[config.mk]
export PLATFORM = sky130hd
export DESIGN_NAME = soc_peripherals
export DESIGN_NICKNAME = d
export VERILOG_FILES = /design/src/periph_pkg.sv /design/src/reg_bus_if.sv /design/src/periph_bus_decoder.sv /design/src/ref_clk_sync.sv /design/src/timer_channel.sv /design/src/soc_event_unit.sv /design/src/soc_peripherals.sv
export SDC_FILE = /design/constraint.sdc
export NUM_CORES = 1
export LEC_CHECK = 0
export BUFFER_PORTS_ARGS = -buffer_cell sky130_fd_sc_hd__buf_2
export CORE_ASPECT_RATIO = 0.9
export CORE_MARGIN = 5
export CORE_UTILIZATION = 54
export DETAILED_ROUTE_END_ITERATION = 6
export PLACE_DENSITY = 0.87
export SLEW_MARGIN = 5
export SYNTH_ARGS = -nofsm -noshare
export SYNTH_HDL_FRONTEND = slang
export SYNTH_SLANG_ARGS = --single-unit
[constraint.sdc]
create_clock -name clk_i -period 1.95 [get_ports clk_i]
set_clock_uncertainty 0.05 [all_clocks]
set_input_delay 0.195 -clock clk_i [delete_from_list [all_inputs] [get_ports clk_i]]
set_output_delay 0.195 -clock clk_i [all_outputs]
set_load 0.05 [all_outputs]
[src/periph_pkg.sv]
//////////////////////////////////////////////////
// shared sizes, address map and encodings for the
// peripheral subsystem; referenced by scoped names
//////////////////////////////////////////////////

`default_nettype none

package periph_pkg;

  //////////////////////////////////////////////////
  // bus widths
  //////////////////////////////////////////////////
  localparam int APB_ADDR_WIDTH = 32;
  localparam int APB_DATA_WIDTH = 32;

  localparam int NB_TIMER_CH = 4;  // pwm channels

  // region field of paddr, one region per target
  localparam int REGION_MSB = 11;
  localparam int REGION_LSB = 8;
  localparam logic [REGION_MSB-REGION_LSB:0] REGION_EVENT = 4'd4;  // 0..3 are channels

  // channel word offsets, paddr[3:2]
  localparam logic [1:0] REG_CTRL    = 2'd0;
  localparam logic [1:0] REG_PERIOD  = 2'd1;
  localparam logic [1:0] REG_COMPARE = 2'd2;
  localparam logic [1:0] REG_COUNT   = 2'd3;  // read only

  // event unit word offsets
  localparam logic [1:0] REG_PENDING = 2'd0;
  localparam logic [1:0] REG_MASK    = 2'd1;

  localparam int CNT_WIDTH = 16;

  //////////////////////////////////////////////////
  // fc event line positions
  //////////////////////////////////////////////////
  localparam int FC_EVT_WIDTH      = 32;
  localparam int FC_EVT_SUMMARY    = 11;
  localparam int FC_EVT_REF_RISE   = 18;
  localparam int FC_EVT_REF_FALL   = 19;
  localparam int FC_EVT_TIMER_BASE = 21;  // channels at 21..24

  // pending bits: channels, then ref rise, ref fall
  localparam int NB_PEND = NB_TIMER_CH + 2;

  // CTRL[1:0]
  typedef enum logic [1:0] {
    MODE_STOP    = 2'd0,
    MODE_FREE    = 2'd1,
    MODE_ONESHOT = 2'd2
  } timer_mode_e;

  // CTRL[2]
  typedef enum logic {
    CLKSRC_SYS = 1'b0,
    CLKSRC_REF = 1'b1
  } clk_src_e;

  typedef enum logic {
    APB_IDLE,
    APB_ACCESS
  } apb_state_e;

endpackage

`default_nettype wire

[src/reg_bus_if.sv]
//////////////////////////////////////////////////
// internal register port between the APB decoder
// and one register target (channel or event unit)
//////////////////////////////////////////////////

`timescale 1ns/100ps
`default_nettype none

interface reg_bus_if;

  logic                                  we;      // single-cycle write strobe
  logic                                  re;      // single-cycle read strobe
  logic [1:0]                            offset;  // word offset in the region
  logic [periph_pkg::APB_DATA_WIDTH-1:0] wdata;
  logic [periph_pkg::APB_DATA_WIDTH-1:0] rdata;   // zero outside a read

  // decoder side
  modport decoder (
    output we,
    output re,
    output offset,
    output wdata,
    input  rdata
  );

  // register block side
  modport target (
    input  we,
    input  re,
    input  offset,
    input  wdata,
    output rdata
  );

endinterface

`default_nettype wire

[src/periph_bus_decoder.sv]
//////////////////////////////////////////////////
// APB slave, zero wait states; splits the region
// field into per-target strobes, muxes read data
// and flags unmapped regions with pslverr
//////////////////////////////////////////////////

`timescale 1ns/100ps
`default_nettype none

module periph_bus_decoder (
  input  wire logic                                  clk_i,
  input  wire logic                                  rst_i,
  input  wire logic [periph_pkg::APB_ADDR_WIDTH-1:0] paddr_i,
  input  wire logic                                  psel_i,
  input  wire logic                                  penable_i,
  input  wire logic                                  pwrite_i,
  input  wire logic [periph_pkg::APB_DATA_WIDTH-1:0] pwdata_i,
  output logic      [periph_pkg::APB_DATA_WIDTH-1:0] prdata_o,
  output logic                                       pslverr_o,
  reg_bus_if.decoder                                 ch_bus [periph_pkg::NB_TIMER_CH],
  reg_bus_if.decoder                                 evt_bus
);

  localparam int RW = periph_pkg::REGION_MSB - periph_pkg::REGION_LSB + 1;

  periph_pkg::apb_state_e state_q, state_d;

  logic [RW-1:0]                         region;
  logic [1:0]                            offset;
  logic [periph_pkg::NB_TIMER_CH-1:0]    ch_sel;     // one-hot channel select
  logic                                  evt_sel;
  logic                                  mapped;
  logic                                  access;     // apb access phase
  logic [periph_pkg::APB_DATA_WIDTH-1:0] ch_rdata [periph_pkg::NB_TIMER_CH];
  logic [periph_pkg::APB_DATA_WIDTH-1:0] rdata_mux;

  //////////////////////////////////////////////////
  // phase tracker
  //////////////////////////////////////////////////
  always_comb begin
    state_d = state_q;
    case (state_q)
      periph_pkg::APB_IDLE:   if (psel_i && !penable_i) state_d = periph_pkg::APB_ACCESS;
      periph_pkg::APB_ACCESS: state_d = periph_pkg::APB_IDLE;  // no wait states
      default:                state_d = periph_pkg::APB_IDLE;
    endcase
  end

  always_ff @(posedge clk_i) begin
    if (rst_i) begin
      state_q <= periph_pkg::APB_IDLE;
    end else begin
      state_q <= state_d;
    end
  end

  assign access = (state_q == periph_pkg::APB_ACCESS) && psel_i && penable_i;

  //////////////////////////////////////////////////
  // region decode
  //////////////////////////////////////////////////
  assign region = paddr_i[periph_pkg::REGION_MSB:periph_pkg::REGION_LSB];
  assign offset = paddr_i[3:2];  // word aligned

  always_comb begin
    for (int i = 0; i < periph_pkg::NB_TIMER_CH; i++) begin
      ch_sel[i] = (region == RW'(i));
    end
  end

  assign evt_sel = (region == periph_pkg::REGION_EVENT);
  assign mapped  = |ch_sel || evt_sel;

  // strobes go only to the selected target
  for (genvar i = 0; i < periph_pkg::NB_TIMER_CH; i++) begin : g_ch
    assign ch_bus[i].we     = access && pwrite_i && ch_sel[i];
    assign ch_bus[i].re     = access && !pwrite_i && ch_sel[i];
    assign ch_bus[i].offset = offset;
    assign ch_bus[i].wdata  = pwdata_i;
    assign ch_rdata[i]      = ch_bus[i].rdata;
  end

  assign evt_bus.we     = access && pwrite_i && evt_sel;
  assign evt_bus.re     = access && !pwrite_i && evt_sel;
  assign evt_bus.offset = offset;
  assign evt_bus.wdata  = pwdata_i;

  //////////////////////////////////////////////////
  // read mux and error
  //////////////////////////////////////////////////
  always_comb begin
    rdata_mux = evt_sel ? evt_bus.rdata : '0;
    for (int i = 0; i < periph_pkg::NB_TIMER_CH; i++) begin
      if (ch_sel[i]) rdata_mux = ch_rdata[i];  // selects are one-hot
    end
  end

  // targets drive 0 outside a read, unmapped reads give 0
  assign prdata_o  = rdata_mux;
  assign pslverr_o = access && !mapped;

endmodule

`default_nettype wire

[src/ref_clk_sync.sv]
//////////////////////////////////////////////////
// brings the slow reference clock into the system
// clock domain, one-cycle pulse per edge
//////////////////////////////////////////////////

`timescale 1ns/100ps
`default_nettype none

module ref_clk_sync (
  input  wire logic clk_i,
  input  wire logic rst_i,
  input  wire logic ref_clk_i,
  output logic      ref_rise_o,
  output logic      ref_fall_o
);

  logic sync_meta;  // first stage, may go metastable
  logic sync_q;     // settled sample
  logic hist_q;     // previous settled sample

  always_ff @(posedge clk_i) begin
    if (rst_i) begin
      sync_meta  <= 1'b0;
      sync_q     <= 1'b0;
      hist_q     <= 1'b0;
      ref_rise_o <= 1'b0;
      ref_fall_o <= 1'b0;
    end else begin
      sync_meta  <= ref_clk_i;
      sync_q     <= sync_meta;
      hist_q     <= sync_q;
      ref_rise_o <= sync_q && !hist_q;  // 0 -> 1
      ref_fall_o <= !sync_q && hist_q;  // 1 -> 0
    end
  end

endmodule

`default_nettype wire

[src/timer_channel.sv]
//////////////////////////////////////////////////
// one pwm timer channel with CTRL, PERIOD, COMPARE
// and a read-only COUNT; ticks on system clock or
// reference rising edges, pulses evt_o on wrap
//////////////////////////////////////////////////

`timescale 1ns/100ps
`default_nettype none

module timer_channel (
  input  wire logic clk_i,
  input  wire logic rst_i,
  reg_bus_if.target bus,
  input  wire logic ref_rise_i,
  output logic      pwm_o,
  output logic      evt_o
);

  localparam int CW = periph_pkg::CNT_WIDTH;
  localparam int DW = periph_pkg::APB_DATA_WIDTH;

  periph_pkg::timer_mode_e mode_q;
  periph_pkg::clk_src_e    clk_src_q;

  logic [CW-1:0] period_q;
  logic [CW-1:0] compare_q;
  logic [CW-1:0] count_q;
  logic          running;
  logic          tick;
  logic          wrap;
  logic          ctrl_wr;

  assign running = (mode_q != periph_pkg::MODE_STOP);
  assign tick    = (clk_src_q == periph_pkg::CLKSRC_SYS) ? 1'b1 : ref_rise_i;
  assign wrap    = running && tick && (count_q == period_q);
  assign ctrl_wr = bus.we && (bus.offset == periph_pkg::REG_CTRL);

  //////////////////////////////////////////////////
  // config registers
  //////////////////////////////////////////////////
  always_ff @(posedge clk_i) begin
    if (rst_i) begin
      period_q  <= '0;
      compare_q <= '0;
      clk_src_q <= periph_pkg::CLKSRC_SYS;
    end else if (bus.we) begin
      case (bus.offset)
        periph_pkg::REG_CTRL:    clk_src_q <= periph_pkg::clk_src_e'(bus.wdata[2]);
        periph_pkg::REG_PERIOD:  period_q  <= bus.wdata[CW-1:0];
        periph_pkg::REG_COMPARE: compare_q <= bus.wdata[CW-1:0];
        default: ;  // COUNT writes dropped
      endcase
    end
  end

  //////////////////////////////////////////////////
  // mode, counter, wrap event
  //////////////////////////////////////////////////
  always_ff @(posedge clk_i) begin
    if (rst_i) begin
      mode_q  <= periph_pkg::MODE_STOP;
      count_q <= '0;
      evt_o   <= 1'b0;
    end else begin
      evt_o <= wrap && !ctrl_wr;
      if (ctrl_wr) begin
        count_q <= '0;  // restart from zero on any CTRL write
        case (bus.wdata[1:0])
          periph_pkg::MODE_FREE:    mode_q <= periph_pkg::MODE_FREE;
          periph_pkg::MODE_ONESHOT: mode_q <= periph_pkg::MODE_ONESHOT;
          default:                  mode_q <= periph_pkg::MODE_STOP;  // 3 acts as stop
        endcase
      end else if (wrap) begin
        count_q <= '0;
        if (mode_q == periph_pkg::MODE_ONESHOT) mode_q <= periph_pkg::MODE_STOP;
      end else if (running && tick) begin
        count_q <= count_q + 1'b1;
      end
    end
  end

  // high for COMPARE ticks of every period
  assign pwm_o = running && (count_q < compare_q);

  //////////////////////////////////////////////////
  // read back
  //////////////////////////////////////////////////
  always_comb begin
    bus.rdata = '0;
    if (bus.re) begin
      case (bus.offset)
        periph_pkg::REG_CTRL:    bus.rdata = {{(DW-3){1'b0}}, clk_src_q, mode_q};
        periph_pkg::REG_PERIOD:  bus.rdata = {{(DW-CW){1'b0}}, period_q};
        periph_pkg::REG_COMPARE: bus.rdata = {{(DW-CW){1'b0}}, compare_q};
        default:                 bus.rdata = {{(DW-CW){1'b0}}, count_q};
      endcase
    end
  end

endmodule

`default_nettype wire

[src/soc_event_unit.sv]
//////////////////////////////////////////////////
// routes timer and ref clock pulses onto the fc
// event lines and keeps a sticky pending register
// whose unmasked bits form one summary event
//////////////////////////////////////////////////

`timescale 1ns/100ps
`default_nettype none

module soc_event_unit (
  input  wire logic                                  clk_i,
  input  wire logic                                  rst_i,
  reg_bus_if.target                                  bus,
  input  wire logic [periph_pkg::NB_TIMER_CH-1:0]    timer_evt_i,
  input  wire logic                                  ref_rise_i,
  input  wire logic                                  ref_fall_i,
  output logic      [periph_pkg::FC_EVT_WIDTH-1:0]   fc_events_o
);

  localparam int NP = periph_pkg::NB_PEND;
  localparam int DW = periph_pkg::APB_DATA_WIDTH;

  logic [NP-1:0] pending_q;
  logic [NP-1:0] mask_q;      // 1 enables the bit onto the summary
  logic [NP-1:0] pend_set;
  logic [NP-1:0] pend_clr;
  logic          summary_q;

  // bit order matches the pending register layout
  assign pend_set = {ref_fall_i, ref_rise_i, timer_evt_i};
  assign pend_clr = (bus.we && (bus.offset == periph_pkg::REG_PENDING)) ?
                    bus.wdata[NP-1:0] : '0;

  //////////////////////////////////////////////////
  // pending, mask, summary
  //////////////////////////////////////////////////
  always_ff @(posedge clk_i) begin
    if (rst_i) begin
      pending_q <= '0;
      mask_q    <= '0;
      summary_q <= 1'b0;
    end else begin
      pending_q <= (pending_q & ~pend_clr) | pend_set;  // set beats w1c
      summary_q <= |(pending_q & mask_q);
      if (bus.we && (bus.offset == periph_pkg::REG_MASK)) begin
        mask_q <= bus.wdata[NP-1:0];
      end
    end
  end

  // fixed positions, unused lines held low
  always_comb begin
    fc_events_o = '0;
    for (int i = 0; i < periph_pkg::NB_TIMER_CH; i++) begin
      fc_events_o[periph_pkg::FC_EVT_TIMER_BASE + i] = timer_evt_i[i];
    end
    fc_events_o[periph_pkg::FC_EVT_REF_RISE] = ref_rise_i;
    fc_events_o[periph_pkg::FC_EVT_REF_FALL] = ref_fall_i;
    fc_events_o[periph_pkg::FC_EVT_SUMMARY]  = summary_q;  // registered
  end

  always_comb begin
    bus.rdata = '0;
    if (bus.re) begin
      case (bus.offset)
        periph_pkg::REG_PENDING: bus.rdata = {{(DW-NP){1'b0}}, pending_q};
        periph_pkg::REG_MASK:    bus.rdata = {{(DW-NP){1'b0}}, mask_q};
        default: ;  // unused offsets read 0
      endcase
    end
  end

endmodule

`default_nettype wire

[src/soc_peripherals.sv]
//////////////////////////////////////////////////
// peripheral subsystem top: APB register path,
// four pwm timers, ref clock edges, event routing
//////////////////////////////////////////////////

`timescale 1ns/100ps
`default_nettype none

module soc_peripherals (
  input  wire logic                                  clk_i,
  input  wire logic                                  rst_i,
  // apb slave
  input  wire logic [periph_pkg::APB_ADDR_WIDTH-1:0] paddr_i,
  input  wire logic                                  psel_i,
  input  wire logic                                  penable_i,
  input  wire logic                                  pwrite_i,
  input  wire logic [periph_pkg::APB_DATA_WIDTH-1:0] pwdata_i,
  output logic      [periph_pkg::APB_DATA_WIDTH-1:0] prdata_o,
  output logic                                       pslverr_o,
  // slow reference clock
  input  wire logic                                  ref_clk_i,
  // pwm pins and fc event lines
  output logic      [periph_pkg::NB_TIMER_CH-1:0]    apbio_out_o,
  output logic      [periph_pkg::FC_EVT_WIDTH-1:0]   fc_events_o
);

  reg_bus_if ch_bus [periph_pkg::NB_TIMER_CH] ();  // one per channel
  reg_bus_if evt_bus ();

  logic [periph_pkg::NB_TIMER_CH-1:0] timer_evt;
  logic                               ref_rise;
  logic                               ref_fall;

  //////////////////////////////////////////////////
  // register path
  //////////////////////////////////////////////////
  periph_bus_decoder u_decoder (
    .clk_i     (clk_i),
    .rst_i     (rst_i),
    .paddr_i   (paddr_i),
    .psel_i    (psel_i),
    .penable_i (penable_i),
    .pwrite_i  (pwrite_i),
    .pwdata_i  (pwdata_i),
    .prdata_o  (prdata_o),
    .pslverr_o (pslverr_o),
    .ch_bus    (ch_bus),
    .evt_bus   (evt_bus)
  );

  ref_clk_sync u_ref_sync (
    .clk_i      (clk_i),
    .rst_i      (rst_i),
    .ref_clk_i  (ref_clk_i),
    .ref_rise_o (ref_rise),
    .ref_fall_o (ref_fall)
  );

  //////////////////////////////////////////////////
  // timers
  //////////////////////////////////////////////////
  for (genvar i = 0; i < periph_pkg::NB_TIMER_CH; i++) begin : g_ch
    timer_channel u_channel (
      .clk_i      (clk_i),
      .rst_i      (rst_i),
      .bus        (ch_bus[i]),
      .ref_rise_i (ref_rise),
      .pwm_o      (apbio_out_o[i]),  // one pin per channel
      .evt_o      (timer_evt[i])
    );
  end

  soc_event_unit u_event (
    .clk_i       (clk_i),
    .rst_i       (rst_i),
    .bus         (evt_bus),
    .timer_evt_i (timer_evt),
    .ref_rise_i  (ref_rise),
    .ref_fall_i  (ref_fall),
    .fc_events_o (fc_events_o)
  );

endmodule

`default_nettype wire

==> metrics.txt <==
Tot GR Track Use=34.4%; max layer used=met4; per-cell routed wire length=27.7 um; vias in the first global route=between 10k and 15k; Hold Path Stages=3; Primary FF master, synth=dfxtp_1; grt ovf=0; first-pass GRT wire length=a little under 80 mm; RD Place Congestion=approximately 1; Met1 Routed Length=18.3 mm; main combinational cell family by area after synthesis=simple AND/OR/NAND/NOR gates; fmax=0.378 GHz; Setup crit end=prdata_o[3]; crit path max fanout=3; H-Tree Depth=1; HPWL after detailed placement=between 30 and 40 mm; worst slew pin tran=0.570 ns; Clock Sinks=between 200 and 250; TritonRoute pass-1 iters=7; r2r worst-path depth=8; Synth Warn #=0; CP Data Arrival Time=2.40 ns; Synth top area share=between 30% and 40%; total CTS buffers=24; max-slew violations=0; Crit. End Element=output pin; CP Launch Point=g_ch[2].u_channel.period_q[3]; Max IR drop VDD=between 600 and 700 uV; Mapped Cells=roughly 1.5k; Design Area, Final=0.0172 mm^2; port bufs=55; Initial Util=54.8%; hold_sp=pwdata_i[7]; die width=175 um; Synth Area in Compound Gates=10.6%; Core ar.=~0.024 mm^2; XOR/XNOR share of the synthesized area=between 8 and 9%; Root Buffer=clkbuf_16; max_cap viols=0; vias=roughly 14k; Syn Std Cell Area=approximately 0.013 mm^2; largest cells by area after synthesis=dfxtp_1 (34%), mux2i_1 (9.8%), nor2_1 (6.2%); post-synthesis adder-cell area fraction=under 10%; Routed Antenna Nets=0; post-synthesis mux area share=between 10% and 20%; die area=0.0278 mm^2; Final period util=136%; # fillers=~1.4k; Avg Cell Area, Syn=8.67 um^2; worst hold path class=input pin to flop; cell row count=54; setup TNS=-10.31 ns; R2R setup slack=-0.17 ns; dpl cell area=about 0.015 mm^2; metal3 WL=8.30 mm; worst path required time=1.70 ns; P per Cell Area=591 mW/mm^2; largest net degree at the start of global routing=57; CTS Buffer Depth=3; met2 WL=around 24 mm; Leak=between 0.006 and 0.007 uW; reg2reg end=u_event.pending_q[1]; First DRT Iteration DRCs=between 2k and 3k; unrepaired setup endpoints after global routing=true; clock latency on the worst-skew pair=about 0.54 ns; CP Class=flop to output pin; crit path time final=about 2.6 ns; area leader, netlist=dfxtp_1; r2r startpoint=u_decoder.state_q; Setup WS post-layout=-0.697 ns; most frequent cells in the layout=nor2_1 (210), buf_4 (172), dfxtp_1 (170); final setup violation count=33; CTS tree=yes; Final Hold Vio Count=0; Nets=roughly 1.8k; most common cell after layout, fill and taps aside=nor2_1; initial antenna violation count=0; Post-Synth Simple-Gate Area=around 18%; vias per cell=roughly 6.9; clk slew on worst S/H paths=approximately 0.060 ns; sequential area share after synthesis=between 30% and 40%; Synth cell types=between 50 and 60; failing checks=negative setup slack; #FFs+latches synth=approximately 230; number of synthesized flops with an enable pin=0; total wire length=between 50 and 60 mm; DRC Markers=0; layout cell share with drive strength beyond 1=about 33%; Die Y=159 um; fraction of registers with async set/reset=0%; startpoint types=flop; status=complete, but fails checks; Synth-to-Final Area Change=29.7%; slew margin rel.=62.0%; # IOs=roughly 140
## routing by layer
metal  vias up  track usage, %
met1      6466            41.2
met4         0            21.2
met2      1370            54.7
met3       553            9.49
li1       5602               -
met5         -               0
## report_power, final
| part | leakage (uW) | switching (uW) | total [uW] | internal, uW |
|---|---|---|---|---|
| logic | 0.00415 | 622 | 822 | 201 |
| clock network | 0.000396 | 2050 | 4740 | 2690 |
| registers | 0.00186 | 4.50 | 4630 | 4630 |
| total | 0.00640 | 2680 | 10200 | 7520 |
## cell type report
cell class                      instances  area, um^2  share of cell area (%)
Clock inverter                          4        20.0                   0.116
Multi-Input combinational cell       1128        8910                    51.7
Antenna cell                            1        2.50                  0.0145
Inverter                               74         283                    1.64
Clock buffer                           40         772                    4.48
Tap cell                              308         385                    2.24
Sequential cell                       227        4640                    26.9
Timing Repair Buffer                  260        2220                    12.9
## what timing repair did
item / 4_1_cts / 5_1_grt
setup endpoints to repair: 20 / 123
buffers inserted: 15 / 9
pin swaps: 63 / 41
gates cloned: 1 / 2
endpoints found under the hold margin: 6 / 0
resized for setup: 199 / 80
hold buffers: 6 / 0
## cells in the mapped netlist (4+ instances only)
| cell type | count |
|---|---|
| a21oi_1 | 57 |
| nor3_1 | 28 |
| or3_1 | 5 |
| and4_1 | 9 |
| nand3_1 | 32 |
| a21o_1 | 15 |
| nor2_1 | 218 |
| xor2_1 | 44 |
| nor2b_1 | 16 |
| o22ai_1 | 19 |
| mux2i_1 | 130 |
| buf_2 | 18 |
| and3_1 | 4 |
| mux2_2 | 52 |
| o31a_1 | 4 |
| nand2_1 | 112 |
| ha_1 | 64 |
| buf_4 | 55 |
| buf_1 | 7 |
| o21ai_0 | 15 |
| a22oi_1 | 55 |
| a211oi_1 | 10 |
| xnor2_1 | 80 |
| nor4_1 | 7 |
| nor2_2 | 7 |
| a31oi_1 | 7 |
| mux4_2 | 6 |
| buf_6 | 5 |
| a2111oi_0 | 5 |
| clkbuf_1 | 61 |
| nand2b_1 | 6 |
| inv_1 | 74 |
| nand4_1 | 29 |
| o221ai_1 | 10 |
| dfxtp_1 | 227 |
## worst min-delay path by stage
stage                                                  to  slack [ns]
after floorplan                         u_decoder.state_q        0.22
after global placement              u_ref_sync.ref_fall_o        0.35
after detailed placement            u_ref_sync.ref_fall_o        0.36
after CTS                 g_ch[0].u_channel.compare_q[12]       0.008
after global routing      g_ch[1].u_channel.compare_q[13]        0.01
final                      g_ch[0].u_channel.compare_q[7]        0.02
## registers in the layout, summed over array words and instances, names as in the netlist
name / cells
u_ref_sync.ref_fall_o: 1
u_ref_sync.sync_meta: 1
g_ch.u_channel.period_q: 64
u_event.summary_q: 1
u_ref_sync.ref_rise_o: 1
u_ref_sync.sync_q: 1
g_ch.u_channel.evt_o: 4
g_ch.u_channel.count_q: 64
g_ch.u_channel.mode_q: 8
g_ch.u_channel.clk_src_q: 4
u_decoder.state_q: 1
u_ref_sync.hist_q: 1
g_ch.u_channel.compare_q: 64
u_event.mask_q: 6
u_event.pending_q: 6
## critical path, cell delays in order (launching register included)
cell      delay (ns)
dfxtp_1         0.36
mux2_4          0.37
a221oi_4        0.48
a21oi_2         0.06
a211oi_2        0.38
nor2_4          0.05
buf_6           0.16
## stage by stage
step	utilization [%]	hold WS [ns]	worst slack [ns]	cells	total power, uW
after floorplan	-	0.224	-0.129	1572	5260
after global placement	62.3	0.346	-0.276	1964	5420
after detailed placement	62.3	0.360	-0.312	1964	5430
after CTS	69.4	0.00795	-0.605	2030	9970
after global routing	71.1	0.0142	-0.816	2041	10300
final	71.1	0.0191	-0.697	2042	10200
## cells by family after synthesis
family	after synthesis
flops	227
fa+ha+maj	64
compound gates	210
mux	188
xor+xnor	124
other cells	1
simple gates	498
buf+inv	220
Power figures use the tool's default switching activity.
